`src/rtl/cnn_pkg.sv`:
```
package cnn_pkg;

	// word and accumulator sizes
	localparam int WORD_W = 16;
	localparam int ACC_W = 40;
	// q7.8 fixed point
	localparam int FRAC_BITS = 8;
	localparam int COORD_W = 4;

	// kernel geometry
	localparam int KERNEL = 3;
	localparam int TAPS = KERNEL * KERNEL;
	localparam int NUM_CH = 4;

	// frame geometry
	localparam int IMG_W = 8;
	localparam int IMG_H = 8;
	localparam int OUT_W = IMG_W - KERNEL + 1;
	localparam int OUT_H = IMG_H - KERNEL + 1;

	// weights for every tap and channel, then one bias per channel
	localparam int COEF_COUNT = NUM_CH * TAPS + NUM_CH;
	localparam int COEF_CNT_W = $clog2(COEF_COUNT + 1);

	// two full lines plus the three newest pixels
	localparam int LINE_LEN = (KERNEL - 1) * IMG_W + KERNEL;

	typedef logic signed [WORD_W-1:0] word_t;
	typedef logic signed [ACC_W-1:0] acc_t;
	typedef logic [COORD_W-1:0] coord_t;

	typedef enum logic [1:0] {
		load_idle,
		load_fill,
		load_done
	} load_state_t;

	typedef enum logic {
		scan_idle,
		scan_run
	} scan_state_t;

endpackage
```
`src/rtl/line_window.sv`:
```
module line_window (
	input  logic           clk,
	input  logic           rst,
	input  logic           pixel_take,
	input  cnn_pkg::word_t pixel_data,
	output cnn_pkg::word_t window [cnn_pkg::TAPS]
);

	// slot 0 holds the newest pixel
	cnn_pkg::word_t chain [cnn_pkg::LINE_LEN];

	always_ff @(posedge clk or posedge rst)
	begin
		if (rst)
		begin
			for (int i = 0; i < cnn_pkg::LINE_LEN; i++)
			begin
				chain[i] <= '0;
			end
		end
		else if (pixel_take)
		begin
			chain[0] <= pixel_data;
			for (int i = 1; i < cnn_pkg::LINE_LEN; i++)
			begin
				chain[i] <= chain[i-1];
			end
		end
	end

	// rows of the window are one image line apart in the chain.
	// tap 0 is the oldest pixel (top-left), tap 8 the newest
	always_comb
	begin
		for (int r = 0; r < cnn_pkg::KERNEL; r++)
		begin
			for (int c = 0; c < cnn_pkg::KERNEL; c++)
			begin
				window[r*cnn_pkg::KERNEL+c] =
					chain[(cnn_pkg::KERNEL-1-r)*cnn_pkg::IMG_W + (cnn_pkg::KERNEL-1-c)];
			end
		end
	end

endmodule

```
`config.mk`:
```
export PLATFORM = sky130hd
export DESIGN_NAME = line_window
export DESIGN_NICKNAME = d
export VERILOG_FILES = /design/src/rtl/cnn_pkg.sv /design/src/rtl/line_window.sv
export SDC_FILE = /design/constraint.sdc
export NUM_CORES = 1
export LEC_CHECK = 0
export BUFFER_PORTS_ARGS = -buffer_cell sky130_fd_sc_hd__buf_4
export CORE_MARGIN = 4
export CORE_UTILIZATION = 35
export CTS_CLUSTER_DIAMETER = 40
export CTS_CLUSTER_SIZE = 16
export DETAILED_ROUTE_END_ITERATION = 16
export MAX_ROUTING_LAYER = met4
export PLACE_DENSITY_LB_ADDON = 0.05
export SYNTH_ARGS = -nofsm -noshare
export SYNTH_HDL_FRONTEND = slang
export SYNTH_SLANG_ARGS = --single-unit
```
`constraint.sdc`:
```
create_clock -name clk -period 28.3 [get_ports clk]
set_clock_uncertainty 0.2 [all_clocks]
set_input_delay 4.245 -clock clk [delete_from_list [all_inputs] [get_ports clk]]
set_output_delay 4.245 -clock clk [all_outputs]
set_load 0.02 [all_outputs]
```
-- After elaboration in Yosys (flattened, before gate mapping)
Cells that the tools add are included.
- input port bits: 19
- bits in registers: 304
- output and inout port bits: 144
- word-level logic and storage cells: 19

-- Depth between registers and ports, before layout
- depth after elaboration: 0
- mapped depth: 4
- gate-level depth less buffers: 1

-- Worst setup path after synthesis
No wires, ideal clock.
- kind: in2reg
- start point: input pixel_take
- end point: register chain[100] (netlist name)
- required time: 27.975 ns
- arrival: 4.960 ns
- cell stages on the path: 4
- setup slack: 23.015 ns
- path buffers: 3
- path through: buf_6 -> buf_6 -> buf_6 -> mux2_4
- RTL lines (item ; line ; RTL):
    start, declared ; line_window.sv:4 ; input logic pixel_take,
    end signal, assigned by index ; line_window.sv:26 ; chain[i] <= chain[i-1];
    end, declared ; line_window.sv:10 ; cnn_pkg::word_t chain [cnn_pkg::LINE_LEN];
No word-level cell between the ends.

-- Final worst setup path
- start point: input pixel_take
- end point: register chain[119] (netlist name)
No word-level cell between the ends.

==> impl_metrics.yaml <==
detailed_routing:
  dr.pass1.iters: 4
  initialDrtViolationCount: 237
  wl_um: 23920
  wl_met2_um: 11460
  final_antenna_net_count: 0
  route.met3.wl_um: 1524
  drc: 0
  wl_met1_um: 10250
  routedWlPerCell_um: 17.29
  highest_layer: "met4"
  viasPerCell: 4.307
  vias: 5957
sta:
  finalCriticalPeriod_ns: 6.773
  setup_violations: 0
  max_slew_margin_pct: 19.83
  finalMaxSlewViolations: 0
  finalSetupTns_ns: 0
  tightest_slew_ns: 1.202
  hold_viol: 0
  timing.fmax_mhz: 147.6
  period_share_pct: 23.93
  holdWs_ns: 0.2947
  rsz0062_at_grt: "no"
critical_path:
  critical_path.cell_chain: "buf_8 > buf_4 > buf_4 > mux2_2"
  reg2reg_depth: 1
  critical_path_required_ns: 28.54
  cp-startpoint: "pixel_take"
  crit_family: "buffers and inverters"
  cp_slowest_stage_delay_ns: 0.80
  critPathBufInv: 3
  critical_path_depth: 4
  cp-start-kind: "input port"
  endpoint_kind: "register"
  cp_data_arrival_time_ns: 7.02
  r2r-start: "window[93]$_DFFE_PP0P_"
  r2r_slack_ns: 27.27
  crit_fanout: 114
  critical-path-slowest-cell: "buf_4"
  criticalPathCategory: "input port to register"
  reg2reg_to: "window[93]$_DFFE_PP0P_"
  crit_top_cell: "buf_4"
clocking:
  clock_latency_ns: 0.56
  cts_made_buffers: 52
  cts_resized: 0
  hold_buffers: 0
  cts_tree: "yes"
  cts-root-buf: "clkbuf_16"
  path_clk_slew_ns: 0.05
  htreeDepth: 2
  cts_buffer_depth: 3
  cts.sinks: 304
  post_cts.repair.setup_buffers: 0
hold_path:
  holdCritStartpoint: "chain[183]$_DFFE_PP0P_"
  hold_class: "register to register"
  holdPathStages: 1
  min_to: "window[55]$_DFFE_PP0P_"
floorplanning:
  rows: 71
  coreArea_mm2: 0.03776
  initial_core_util_pct: 35.62
  die_y_um: 204.0
  chipWidth_um: 204.0
  num_io_pins: 163
  dieArea_mm2: 0.04163
cells_and_area:
  n_fill_cell: 3411
  final_cell_mix: "dfrtp_1 (304), mux2_4 (260), buf_4 (165), clkbuf_16 (53), mux2_2 (44)"
  post-route-util_pct: 41.95
  multi_input_area_mm2: 0.004399
  fin_nets: 849
  seqCellArea_mm2: 0.007607
  layout_commonest_cell: "dfrtp_1"
  diodes: 0
  drive_above_1_share_pct: 64.22
  area_growth_pct: 17.75
synth:
  avgSynthCellArea_um2: 17.09
  seq_area_frac_synth_pct: 56.56
  syn_inst: 787
  syn-num-nets: 806
  ys_ff_latch: 304
  synth_warnings: 0
  synth_cell_types: 7
  synth_area_mm2: 0.01345
place:
  port_buffers: 162
  hpwlAfterDp_um: 14310
  routabilityCongestion: 0.7028
power_and_ir_drop:
  p_leak_nw: 7.728
  switching_share_pct: 28.10
  p_int_mw: 1.391
  power.share.combinational_pct: 26.6
  p_seq_share_pct: 38.3
  ir_drop_v: 0.00004002
  pwr-share-clk_pct: 35.0
  switching_power_mw: 0.5437
  power_density_mw_per_mm2: 122.2
grt:
  grt_pass1_wl_um: 38610
  grt_overflow: 0
  grt_pass1_vias: 6533
  grt_use_total_pct: 11.82
  antenna_found_initial: 0
  grt_start_max_net_pins: 171
run_status:
  status: "complete, no violations"
job:
  maxCapViolCount: 0
==> kinds of logic (layout without fill, tap and decap cells) <==
kind of cell / count (synthesis) / count (layout) / synth area share (%)
multiplexers: 304 / 304 / 32.71
flip-flops: 304 / 304 / 56.56
buffers and inverters: 179 / 264 / 10.73
==> final cells by class <==
| cell class | instances | share of cell area (%) |
|---|---|---|
| Inverter | 1 | 0.07111 |
| Sequential cell | 304 | 48.04 |
| Clock inverter | 26 | 2.686 |
| Timing Repair Buffer | 167 | 8.043 |
| Multi-Input combinational cell | 304 | 27.78 |
| Tap cell | 511 | 4.037 |
| Clock buffer | 70 | 9.347 |
==> stage by stage <==
stage | power (mW) | area (µm²) | setup WS (ns) | cells
after floorplan | 1.179 | 13450 | 15.45 | 787
after global placement | 1.267 | 13930 | 20.97 | 1287
after detailed placement | 1.276 | 13930 | 20.90 | 1287
after CTS | 1.975 | 15840 | 21.51 | 1383
after global routing | 2.036 | 15840 | 21.38 | 1383
final | 1.935 | 15840 | 21.53 | 1383
==> worst max-delay path by stage <==
stage | end | slack [ns]
4_1_cts | chain[119]$_DFFE_PP0P_ | 21.51
3_5_place_dp | chain[119]$_DFFE_PP0P_ | 20.90
5_1_grt | chain[121]$_DFFE_PP0P_ | 21.38
3_3_place_gp | chain[119]$_DFFE_PP0P_ | 20.97
2_1_floorplan | chain[100]$_DFFE_PP0P_ | 15.45
6_report | chain[119]$_DFFE_PP0P_ | 21.53
==> power by group through the flow <==
stage          Clock (mW)  Sequential, mW  Combinational, mW
5_1_grt             0.719           0.771              0.546
2_1_floorplan           0           0.695              0.484
6_report            0.678           0.742              0.516
3_5_place_dp            0           0.753              0.523
4_1_cts             0.700           0.749              0.526
3_3_place_gp            0           0.748              0.519
==> state kept, by name (all words and copies together), names as in the netlist <==
| name | cells |
|---|---|
| window | 144 |
| chain | 160 |
==> Yosys cell counts <==
| cell type | n | area [µm²] |
|---|---|---|
| inv_1 | 1 | 3.750 |
| buf_4 | 144 | 1081 |
| buf_2 | 4 | 20.02 |
| mux2_2 | 44 | 495.5 |
| dfrtp_1 | 304 | 7607 |
| mux2_4 | 260 | 3904 |
| buf_6 | 30 | 337.8 |
==> per-layer routing <==
metal,global-route usage [%],up-vias
li1,-,2670
met1,15.08,3107
met3,3.618,53
met5,-,-
met4,4.858,0
met2,17.66,127
Note: power is estimated with default switching activity, not from simulation.
