`src/rtl/cnn_pkg.sv`:
```
package cnn_pkg;

	// word and accumulator sizes
	localparam int WORD_W = 16;
	localparam int ACC_W = 40;
	// q7.8 fixed point
	localparam int FRAC_BITS = 8;
	localparam int COORD_W = 4;

	// kernel geometry
	localparam int KERNEL = 3;
	localparam int TAPS = KERNEL * KERNEL;
	localparam int NUM_CH = 4;

	// frame geometry
	localparam int IMG_W = 8;
	localparam int IMG_H = 8;
	localparam int OUT_W = IMG_W - KERNEL + 1;
	localparam int OUT_H = IMG_H - KERNEL + 1;

	// weights for every tap and channel, then one bias per channel
	localparam int COEF_COUNT = NUM_CH * TAPS + NUM_CH;
	localparam int COEF_CNT_W = $clog2(COEF_COUNT + 1);

	// two full lines plus the three newest pixels
	localparam int LINE_LEN = (KERNEL - 1) * IMG_W + KERNEL;

	typedef logic signed [WORD_W-1:0] word_t;
	typedef logic signed [ACC_W-1:0] acc_t;
	typedef logic [COORD_W-1:0] coord_t;

	typedef enum logic [1:0] {
		load_idle,
		load_fill,
		load_done
	} load_state_t;

	typedef enum logic {
		scan_idle,
		scan_run
	} scan_state_t;

endpackage
```
`src/rtl/coef_loader.sv`:
```
module coef_loader (
	input  logic           clk,
	input  logic           rst,
	input  logic           coef_valid,
	input  cnn_pkg::word_t coef_data,
	output logic           coef_loaded,
	output cnn_pkg::word_t weights [cnn_pkg::NUM_CH][cnn_pkg::TAPS],
	output cnn_pkg::word_t biases [cnn_pkg::NUM_CH]
);

	cnn_pkg::load_state_t state;
	cnn_pkg::load_state_t state_next;
	logic [cnn_pkg::COEF_CNT_W-1:0] count;
	logic take;
	logic last_word;
	cnn_pkg::word_t chain [cnn_pkg::COEF_COUNT];

	assign take = coef_valid && (state != cnn_pkg::load_done);
	assign last_word = take && (int'(count) == cnn_pkg::COEF_COUNT - 1);
	assign coef_loaded = (state == cnn_pkg::load_done);

	always_comb
	begin
		state_next = state;
		case (state)
			cnn_pkg::load_idle:
			begin
				if (take)
				begin
					state_next = cnn_pkg::load_fill;
				end
			end
			cnn_pkg::load_fill:
			begin
				if (last_word)
				begin
					state_next = cnn_pkg::load_done;
				end
			end
			default:
			begin
				state_next = cnn_pkg::load_done;
			end
		endcase
	end

	always_ff @(posedge clk or posedge rst)
	begin
		if (rst)
		begin
			state <= cnn_pkg::load_idle;
			count <= '0;
		end
		else
		begin
			state <= state_next;
			if (take)
			begin
				count <= count + 1'b1;
			end
		end
	end

	// new words enter at the top, so word k ends up in slot k
	always_ff @(posedge clk or posedge rst)
	begin
		if (rst)
		begin
			for (int i = 0; i < cnn_pkg::COEF_COUNT; i++)
			begin
				chain[i] <= '0;
			end
		end
		else if (take)
		begin
			for (int i = 0; i < cnn_pkg::COEF_COUNT - 1; i++)
			begin
				chain[i] <= chain[i+1];
			end
			chain[cnn_pkg::COEF_COUNT-1] <= coef_data;
		end
	end

	// weights sit ahead of the biases in the chain
	always_comb
	begin
		for (int ch = 0; ch < cnn_pkg::NUM_CH; ch++)
		begin
			for (int t = 0; t < cnn_pkg::TAPS; t++)
			begin
				weights[ch][t] = chain[ch*cnn_pkg::TAPS+t];
			end
			biases[ch] = chain[cnn_pkg::NUM_CH*cnn_pkg::TAPS+ch];
		end
	end

endmodule

```
`config.mk`:
```
export PLATFORM = sky130hd
export DESIGN_NAME = coef_loader
export DESIGN_NICKNAME = d
export VERILOG_FILES = /design/src/rtl/cnn_pkg.sv /design/src/rtl/coef_loader.sv
export SDC_FILE = /design/constraint.sdc
export NUM_CORES = 2
export LEC_CHECK = 0
export BUFFER_PORTS_ARGS = -buffer_cell sky130_fd_sc_hd__clkbuf_2
export CORE_AREA = 2 2 296 298
export CTS_CLUSTER_DIAMETER = 200
export CTS_CLUSTER_SIZE = 40
export DETAILED_ROUTE_END_ITERATION = 10
export DIE_AREA = 0 0 298 300
export SLEW_MARGIN = 20
export SYNTH_ARGS = -nofsm -noshare
export SYNTH_HDL_FRONTEND = slang
export SYNTH_SLANG_ARGS = --single-unit
export TNS_END_PERCENT = 20
```
`constraint.sdc`:
```
create_clock -name clk -period 27.2 [get_ports clk]
set_clock_uncertainty 0.2 [all_clocks]
set_input_delay 1.36 -clock clk [delete_from_list [all_inputs] [get_ports clk]]
set_output_delay 1.36 -clock clk [all_outputs]
set_load 0.05 [all_outputs]
```
* After elaboration in Yosys (flattened, before gate mapping)
Index checks and enable logic that the tools add are counted.
Cells by class: reduce and logical (&&, ||, !) cells 4, multiplexer cells 3, add/subtract/negate cells 1, equal/unequal tests 6
Operators by type and width (count):
- $add 6x1->6 const B | 1
- $eq 6x6->1 const B | 1
- $ne 2x2->1 const B | 3
- $mux 2 | 2
- $pmux 2 s2 | 1
- $eq 2x1->1 const B | 1
- $eq 2x2->1 const B | 1
- $logic_and 1x1->1 | 2
- $logic_not 2->1 | 1
- $reduce_and 2->1 | 1
Word-level totals: output and inout port bits 641, bits of input ports 19, word-level logic and storage cells 56, flip-flop bits (word level) 648

* Depth between registers and ports, before layout
depth in word-level cells 5, mapped depth 6, mapped depth without buffers 4

* Worst setup path before layout
OpenSTA, ideal clock, no wires.
path kind in2reg, from input coef_valid, to register chain (netlist bit biases[0]), stages on the path 5, buffers on the path 3, required time 26.875 ns, arrival time 2.196 ns, setup time 0.125 ns, setup slack 24.679 ns, cell sequence nand2_1 buf_6 buf_6 buf_6 mux2_4
Between the ends: longest elaborated chain between the ends 1
Ends and longest elaborated chain:
- start, declared | RTL line coef_loader.sv:4 | input logic coef_valid,
- $logic_and 1x1->1 | RTL line coef_loader.sv:18 | assign take = coef_valid && (state != cnn_pkg::load_done);
- end signal, assigned by index | RTL line coef_loader.sv:78 | chain[i] <= chain[i+1];
- end signal, assigned by index | RTL line coef_loader.sv:80 | chain[cnn_pkg::COEF_COUNT-1] <= coef_data;
- end, declared | RTL line coef_loader.sv:16 | cnn_pkg::word_t chain [cnn_pkg::COEF_COUNT];
No other way between the ends. A chain may end at the register's enable or synchronous reset.

* Worst setup path in the final report
from input coef_valid, to register chain (netlist bit weights[206])
The elaborated chain is that of the path after synthesis.

==> impl_metrics.tcl <==
set metrics [dict create \
    status "finished clean" \
    dieArea_um2 89400 \
    syn-num-nets 1403 \
    netlist_instances 1383 \
    initial_core_util_pct 29.74 \
    n_antenna_cell 0 \
    syn_area_um2 25640 \
    clkTransAtPathRegs_ps 140 \
    num-fill-cells 8380 \
    routed_wirelength_um 63880 \
    clock.fmax_ghz 0.1683 \
    area_delta_synth_final_pct 18.82 \
    tightest_slew_ps 1132 \
    final_nets 2031 \
    ys_warn_count 0 \
    numCtsBuffers 20 \
    place_area_um2 29910 \
    tns_ps 0 \
    fin_area_um2 30470 \
    maxCapViolCount 0 \
    cp_common_cell "buf_4" \
    grt_pass1_wl_um 96810 \
    postCtsHoldBufs 0 \
    met3_length_um 4383 \
    critPathArrivalTime_ps 6240 \
    syn_avg_cell_area_um2 18.54 \
    finalHoldViolations 0 \
    dr_wl_met2_um 32060 \
    hpwl_um 47520 \
    final_critical_path_setup_slack_ps 21260 \
    hp-class "flop to flop" \
    ys_seq_elements 648 \
    multiInputGateArea_um2 8801 \
    gr-usage-all-layers_pct 13.77 \
    cts_resized 0 \
    rsz0062_at_grt "false" \
    start_kind "input port" \
    path_cells "clkbuf_2 -> nand2_4 -> buf_4 -> buf_4 -> buf_4 -> buf_4 -> mux2_2" \
    ios 660 \
    cts_tree "yes" \
    pre_cts_slack_ps 20670 \
    drv_slew 0 \
    drcViolationCount 0 \
    regArea_um2 16220 \
    ys_seq_area_share_pct 63.24 \
    crit_family "buffers and inverters" \
    cp-end-kind "flop" \
    drtIter0Drc 547 \
    die_y_um 300 \
    clk_latency_ps 610 \
    cp_num_buf_inv 5 \
    cp_max_fo 62 \
    post-cts-setup-buffers 0 \
    detail-route-antenna-nets 0 \
    vias 13820 \
    grt_start_max_net_pins 124 \
    worstPathRequired_ps 27500 \
    critPathMaxStageDelay_ps 950 \
    slew_headroom_pct 24.54 \
    fp-row-count 108 \
    grt_pass1_vias 14640 \
    ys_types 18 \
    root_buffer "clkbuf_16" \
    top_layer "met4" \
    io_buffers 659 \
    overflow 0 \
    crit_type "input port to flop" \
    wl_per_cell_um 20.18 \
    layout-drive-gt1-share_pct 66.83 \
    cts_max_level 1 \
    finalCritPeriodShare_pct 21.84 \
    firstDrtPassIters 4 \
    antenna_found_initial 1 \
    viasPerCell 4.366 \
    gp_congestion 0.8677 \
    die_x_um 298 \
    clock_sinks 648 \
    cts_buffer_depth 3 \
    layout_min_cycle_time_ps 5942 \
    report.final.setup_viol 0 \
    critPathSlowestCell "buf_4" \
    m1WireLength_um 25890 \
    core_um2 86210 \
]
## metrics by stage
step | instances | hold WS [ps] | util, %
4_1_cts | 3166 | 289.3 | 35.34
5_1_grt | 3166 | 305.8 | 35.34
3_3_place_gp | 3144 | 262.8 | 34.69
6_report | 3166 | 284.4 | 35.34
2_1_floorplan | 1383 | 245.9 | -
3_5_place_dp | 3144 | 266.3 | 34.69
## cells by family (layout without fill, tap and decap cells)
| group | Yosys count | count (layout) | share of synthesized area, % |
|---|---|---|---|
| XOR/XNOR | 5 | 5 | 0.1708 |
| buffers and inverters | 73 | 701 | 2.464 |
| multiplexers | 641 | 641 | 33.71 |
| flip-flops | 648 | 648 | 63.24 |
| adder cells (fa/ha/maj) | 1 | 1 | 0.04879 |
| AND/OR/NAND/NOR | 15 | 15 | 0.3611 |
## path summary, 6_finish.rpt
check / start / end / slack (ps) / cells past startpoint
worst min register to register: count[5] / count[5] / 280 / 1
worst max register to register: state[0] / weights[206] / 21560 / 7
min in group asynchronous: rst / weights[92] / 710 / 2
worst max-delay path: coef_valid / weights[206] / 21260 / 7
worst min-delay path: count[5] / count[5] / 280 / 1
max in group asynchronous: rst / weights[466] / 22250 / 6
## state kept, by name (all words and copies together), names as in the netlist
name,count
weights,576
biases,64
count,6
state,2
## cell usage in the layout (no fill, tap or decap)
cell         n
nand3_1      3
mux2_2     261
or2_2        1
clkbuf_16   21
inv_8        1
and3_1       2
clkbuf_2   659
ha_1         1
nor2_1       1
nand2_1      1
xnor2_1      5
buf_4       18
and4_1       1
nand2_4      1
dfrtp_1    648
nand4b_1     1
inv_1        1
nor3_1       2
mux2_4     380
nand4_1      1
nand2b_4     1
clkinv_16    1
## area by class of cell
class                      count  share of cell area, %
multi-input combinational    662                  28.89
sequential                   648                  53.23
inverter                       2                0.04928
timing repair buffer         677                  11.27
clock buffer                  21                  1.725
clock inverter                 1                0.09857
tap                         1155                  4.744
## layer usage
metal / GRT usage [%] / up-vias
li1: - / 6098
met1: 16.97 / 7250
met2: 23.99 / 418
met3: 3.757 / 56
met4: 3.159 / 0
met5: 0 / -
## cells in the mapped netlist (all sizes together)
library cell,count,area (um^2)
nand2,2,7.510
nand3,3,15.01
buf,71,624.3
nand4,1,6.260
xnor2,5,43.79
nor3,2,10.01
ha,1,12.51
or2,1,6.260
inv,2,7.510
nor2,1,3.750
and4,1,8.760
nand4b,1,8.760
nand2b,1,13.76
mux2,641,8645
and3,2,12.51
dfrtp,648,16220
Power is not shown: default switching activity piles up to over one toggle a cycle in this logic, so the estimate is an artifact.
