<file path="src/rtl/cnn_pkg.sv">
package cnn_pkg;

	// word and accumulator sizes
	localparam int WORD_W = 16;
	localparam int ACC_W = 40;
	// q7.8 fixed point
	localparam int FRAC_BITS = 8;
	localparam int COORD_W = 4;

	// kernel geometry
	localparam int KERNEL = 3;
	localparam int TAPS = KERNEL * KERNEL;
	localparam int NUM_CH = 4;

	// frame geometry
	localparam int IMG_W = 8;
	localparam int IMG_H = 8;
	localparam int OUT_W = IMG_W - KERNEL + 1;
	localparam int OUT_H = IMG_H - KERNEL + 1;

	// weights for every tap and channel, then one bias per channel
	localparam int COEF_COUNT = NUM_CH * TAPS + NUM_CH;
	localparam int COEF_CNT_W = $clog2(COEF_COUNT + 1);

	// two full lines plus the three newest pixels
	localparam int LINE_LEN = (KERNEL - 1) * IMG_W + KERNEL;

	typedef logic signed [WORD_W-1:0] word_t;
	typedef logic signed [ACC_W-1:0] acc_t;
	typedef logic [COORD_W-1:0] coord_t;

	typedef enum logic [1:0] {
		load_idle,
		load_fill,
		load_done
	} load_state_t;

	typedef enum logic {
		scan_idle,
		scan_run
	} scan_state_t;

endpackage
</file>
<file path="src/rtl/scan_ctrl.sv">
module scan_ctrl (
	input  logic            clk,
	input  logic            rst,
	input  logic            pixel_take,
	output logic            out_valid,
	output cnn_pkg::coord_t out_row,
	output cnn_pkg::coord_t out_col,
	output logic            frame_done
);

	cnn_pkg::scan_state_t state;
	cnn_pkg::coord_t row;
	cnn_pkg::coord_t col;
	logic col_end;
	logic last_px;
	logic mark;

	// first delay stage lines up with the window registers
	logic valid_d1;
	logic done_d1;
	cnn_pkg::coord_t row_d1;
	cnn_pkg::coord_t col_d1;

	assign col_end = (col == cnn_pkg::coord_t'(cnn_pkg::IMG_W - 1));
	assign last_px = col_end && (row == cnn_pkg::coord_t'(cnn_pkg::IMG_H - 1));

	// a full window exists once two lines and two columns are behind us
	assign mark = pixel_take && (state == cnn_pkg::scan_run)
		&& (row >= cnn_pkg::coord_t'(cnn_pkg::KERNEL - 1))
		&& (col >= cnn_pkg::coord_t'(cnn_pkg::KERNEL - 1));

	always_ff @(posedge clk or posedge rst)
	begin
		if (rst)
		begin
			state <= cnn_pkg::scan_idle;
			row <= '0;
			col <= '0;
		end
		else if (pixel_take)
		begin
			if (last_px)
			begin
				// ready for a back-to-back frame
				state <= cnn_pkg::scan_idle;
				row <= '0;
				col <= '0;
			end
			else
			begin
				state <= cnn_pkg::scan_run;
				if (col_end)
				begin
					col <= '0;
					row <= row + 1'b1;
				end
				else
				begin
					col <= col + 1'b1;
				end
			end
		end
	end

	always_ff @(posedge clk or posedge rst)
	begin
		if (rst)
		begin
			valid_d1 <= 1'b0;
			done_d1 <= 1'b0;
			out_valid <= 1'b0;
			frame_done <= 1'b0;
		end
		else
		begin
			valid_d1 <= mark;
			done_d1 <= mark && last_px;
			out_valid <= valid_d1;
			frame_done <= done_d1;
		end
	end

	// output coordinates are offset by the kernel border
	always_ff @(posedge clk)
	begin
		row_d1 <= row - cnn_pkg::coord_t'(cnn_pkg::KERNEL - 1);
		col_d1 <= col - cnn_pkg::coord_t'(cnn_pkg::KERNEL - 1);
		out_row <= row_d1;
		out_col <= col_d1;
	end

endmodule

</file>
<file path="config.mk">
export PLATFORM = sky130hd
export DESIGN_NAME = scan_ctrl
export DESIGN_NICKNAME = d
export VERILOG_FILES = /design/src/rtl/cnn_pkg.sv /design/src/rtl/scan_ctrl.sv
export SDC_FILE = /design/constraint.sdc
export NUM_CORES = 1
export LEC_CHECK = 0
export ABC_AREA = 0
export ABC_CLOCK_PERIOD_IN_PS = 1900
export BUFFER_PORTS_ARGS = -buffer_cell sky130_fd_sc_hd__buf_2
export CORE_MARGIN = 4
export CORE_UTILIZATION = 25
export DETAILED_ROUTE_END_ITERATION = 16
export HOLD_SLACK_MARGIN = 0.12
export SYNTH_ARGS = -nofsm -noshare
export SYNTH_HDL_FRONTEND = slang
export SYNTH_SLANG_ARGS = --single-unit
</file>
<file path="constraint.sdc">
create_clock -name clk -period 1.9 [get_ports clk]
set_clock_uncertainty 0.1 [all_clocks]
set_input_delay 0.19 -clock clk [delete_from_list [all_inputs] [get_ports clk]]
set_output_delay 0.19 -clock clk [all_outputs]
set_load 0.005 [all_outputs]
</file>
After elaboration in Yosys (flattened, before gate mapping) --
Cells that the tools add are included.
Word-level totals: bits in writable memories 0, ROM bits 0, bits of input ports 3, memories 0, bits in registers 29, latch bits 0
Operators by class: add/sub/neg operators 4, bitwise logic cells 0, multiply operators 0, muxes and demuxes 5, shift operators 0, divide/modulo/power cells 0, $lt $le $gt $ge 2, equal/unequal tests 2, reductions and logical operators 7
Operators with widths (number):
- two-way mux 4 bit | 4
- adder 4 x 1 -> 4 bit, second input constant | 2
- equality test 4 x 3 -> 1 bit, second input constant | 2
- >= comparator 4 x 2 -> 1 bit, second input constant | 2
- subtractor 4 x 2 -> 4 bit, second input constant | 2
- logical AND 1 bit | 5
- AND reduction 2 bit | 1
- nonzero test 2 bit | 1
- two-way mux 1 bit | 1

Logic depth before layout (Yosys ltp) --
depth in word-level cells 4, depth in mapped cells 5, gate-level depth less buffers 5

Worst setup path before layout --
No wires, ideal clock.
path kind reg-to-reg, from reg col[0], to reg row[3], required time 1.675 ns, stages on the path, launching flop included 5, arrival 1.252 ns, period minus slack after synthesis 1.477 ns, path slack 0.423 ns, cells stage by stage dfrtp_1 > ha_1 > and4b_2 > nand3_2 > mux2_4
On the way: word-level cells in the longest chain between the ends 4
RTL lines:
- start, declared | line scan_ctrl.sv:13 | cnn_pkg::coord_t col;
- start signal, assigned | line scan_ctrl.sv:59 | col <= col + 1'b1;
- equality test 4 x 3 -> 1 bit (*) | line scan_ctrl.sv:24 | assign col_end = (col == cnn_pkg::coord_t'(cnn_pkg::IMG_W - 1));
- logical AND 1 bit | line scan_ctrl.sv:25 | assign last_px = col_end && (row == cnn_pkg::coord_t'(cnn_pkg::IMG_H - 1));
- nonzero test 2 bit (no line)
- AND reduction 2 bit (no line)
- end signal, assigned | line scan_ctrl.sv:55 | row <= row + 1'b1;
- end, declared | line scan_ctrl.sv:12 | cnn_pkg::coord_t row;
Every way passes the cells marked *; elsewhere a longest branch is shown, timed or not. A chain may end at the register's enable or synchronous reset.

Final worst setup path --
Same ends and word-level chain as after synthesis.

==> out/metrics.yaml <==
overflow: 0
hold_class: "flip-flop to flip-flop"
portBuffers: 12
core-area_sq_mm: 0.00374
drive_above_1_share_pct: 23.7
area.growth.synth_to_final_pct: 23.6
finalCriticalPeriod_ns: 1.57
synth_area_sq_um: 991
fin_tns_setup_ns: 0
synth_cell_types: 23
grt_pass1_wl_um: 2570
post_cts_resized: 0
path_clk_slew_ns: 0.06
synth.top_cell.area_share_pct: 32.8
crit_required_ns: 1.96
peakVddDrop_mv: 0.293
cp-end-kind: "flip-flop"
diodes: 0
ant_nets: 0
synth_area_leaders: "dfrtp_1, dfxtp_1, ha_1"
avgViaCountPerCell: 3.93
ys.flop_type: "dfxtp_1"
slew_headroom_pct: 66.9
seq_area_sq_um: 646
synth-edff-count: 0
htreeDepth: 2
cellPowerDensity_mw_per_mm2: 1630
die_y_um: 71.0
place_hpwl_um: 995
cts_buffer_depth: 2
die_w_um: 71.0
fin_total_pwr_uw: 2000
drt-total-wl_um: 1400
slew_violations: 0
slowest_delay_ns: 0.42
gp_congestion: 0.808
synth_fp_nets: 87
rsz0062_at_grt: "false"
tightest_slew_ns: 0.496
setup_violations: 0
dr.pass1.iters: 4
yosysSeqAreaShare_pct: 65.2
grt_max_degree: 14
crit_slowest_cell: "dfrtp_1"
crit_fanout: 5
cap_viol_max_count: 0
placementRows: 22
setup.worst_path.start_class: "flip-flop"
cts_tree: "yes"
crit_chain: "ha_1 -> and4b_2 -> nand3_2 -> mux2_4"
ios: 13
status: "completed"
cp_data_arrival_time_ns: 1.63
die-area_sq_mm: 0.00504
yosysTopAreaCell: "dfrtp_1"
path_class: "flip-flop to flip-flop"
synth_warnings: 0
synthCells: 76
start_util_pct: 26.5
track_usage_pct: 7.11
grt_pass1_vias: 593
avgSynthCellArea_sq_um: 13.0
cts.sinks: 29
antenna_found_initial: 0
power_leakage_uw: 0.000584
drc: 0
cts_buffers: 5
fill_cells: 392
ys_ff_latch: 29
fin_nets: 107
multi_input_area_sq_um: 304
wl_per_cell_um: 9.63
via_count: 570
initialDrtViolationCount: 26
fin_crit_sh_pct: 82.6
cts_root_buffer: "clkbuf_8"
clock_latency_ns: 0.28
hold_viol: 0
max_freq_ghz: 0.638
async_flop_share_pct: 44.8
[path summary, 6_finish.rpt]
check | startpoint | end | slack, ns | cells after the start
max in group asynchronous | rst | row[2] | 0.99 | 3
min in group asynchronous | rst | col[2] | 0.37 | 3
min | row_d1[3] | out_row[3] | 0.22 | 0
max | col[0] | row[3] | 0.33 | 4
max reg2reg | col[0] | row[3] | 0.33 | 4
min reg2reg | row_d1[3] | out_row[3] | 0.22 | 0
[registers in the layout, indices dropped and copies added, names as in the netlist]
signal,cells
col,4
col_d1,4
out_col,4
out_row,4
row,4
row_d1,4
done_d1,1
frame_done,1
out_valid,1
state,1
valid_d1,1
[stage by stage]
| stage | setup WS (ns) | cell area, sq um | utilization, % | hold WS [ns] | cells |
|---|---|---|---|---|---|
| 6_report | 0.331 | 1220 | 32.7 | 0.225 | 145 |
| 5_1_grt | 0.246 | 1220 | 32.7 | 0.227 | 145 |
| 4_1_cts | 0.340 | 1220 | 32.7 | 0.226 | 145 |
| 3_5_place_dp | 0.343 | 1100 | 29.5 | 0.146 | 135 |
| 3_3_place_gp | 0.396 | 1100 | 29.5 | 0.142 | 135 |
| 2_1_floorplan | 0.423 | 991 | - | -0.0330 | 76 |
[per-layer routing]
layer  wire length, um  track usage, %  vias up
met4                66            6.89        0
met5                 0               0        -
li1                  -               -      288
met2               614            9.47       18
met3               126            4.69        8
met1               588            7.30      256
[placed cells by master (no fill, tap or decap), types with 2 or more instances in the layout]
cell type,instances
nor4_1,2
xor2_1,2
nand2_1,6
dfxtp_1,16
ha_1,8
inv_1,9
clkbuf_8,7
buf_2,12
o21ai_0,2
dlygate4sd3_1,2
xnor2_1,3
dfrtp_1,13
mux2i_1,2
[timing repair]
item,CTS,global route
endpoints found under the setup margin,0,0
hold endpoints to repair,14,0
hold buffers,2,0
buffers inserted,0,0
[power by group]
group          switching (uW)  internal [uW]
registers                 148            881
clock network             215            326
logic                     209            222
total                     572           1430
[Yosys cell counts (all sizes together) (2+ instances only)]
| library cell | count |
|---|---|
| xnor2 | 3 |
| nand2 | 6 |
| nand3 | 2 |
| inv | 9 |
| xor2 | 2 |
| o21ai | 2 |
| nor4 | 2 |
| mux2i | 2 |
| ha | 8 |
| dfrtp | 13 |
| dfxtp | 16 |
[cells by family after synthesis]
logic type	Yosys count	synth area share (%)
AO/OA/AOI/OAI	4	2.40
XOR/XNOR	5	4.42
adder cells (fa/ha/maj)	8	10.1
buffers and inverters	10	4.17
flip-flops	29	65.2
multiplexers	3	3.53
AND/OR/NAND/NOR	17	10.2
[layout make-up]
| type | instances | area share [%] |
|---|---|---|
| clock inverters | 1 | 0.409 |
| flip-flops and latches | 29 | 52.7 |
| multi-input cells | 37 | 24.8 |
| inverters | 9 | 2.76 |
| repair buffers | 14 | 6.54 |
| well taps | 48 | 4.90 |
| clock buffers | 7 | 7.87 |
[worst max-delay path, delay by kind of cell (launching register included)]
family	cells	cell delay [ns]
adders and majority gates	1	0.24
DFF	1	0.42
muxes	1	0.30
and+or+nand+nor	2	0.40
(Power assumes the default switching activity.)
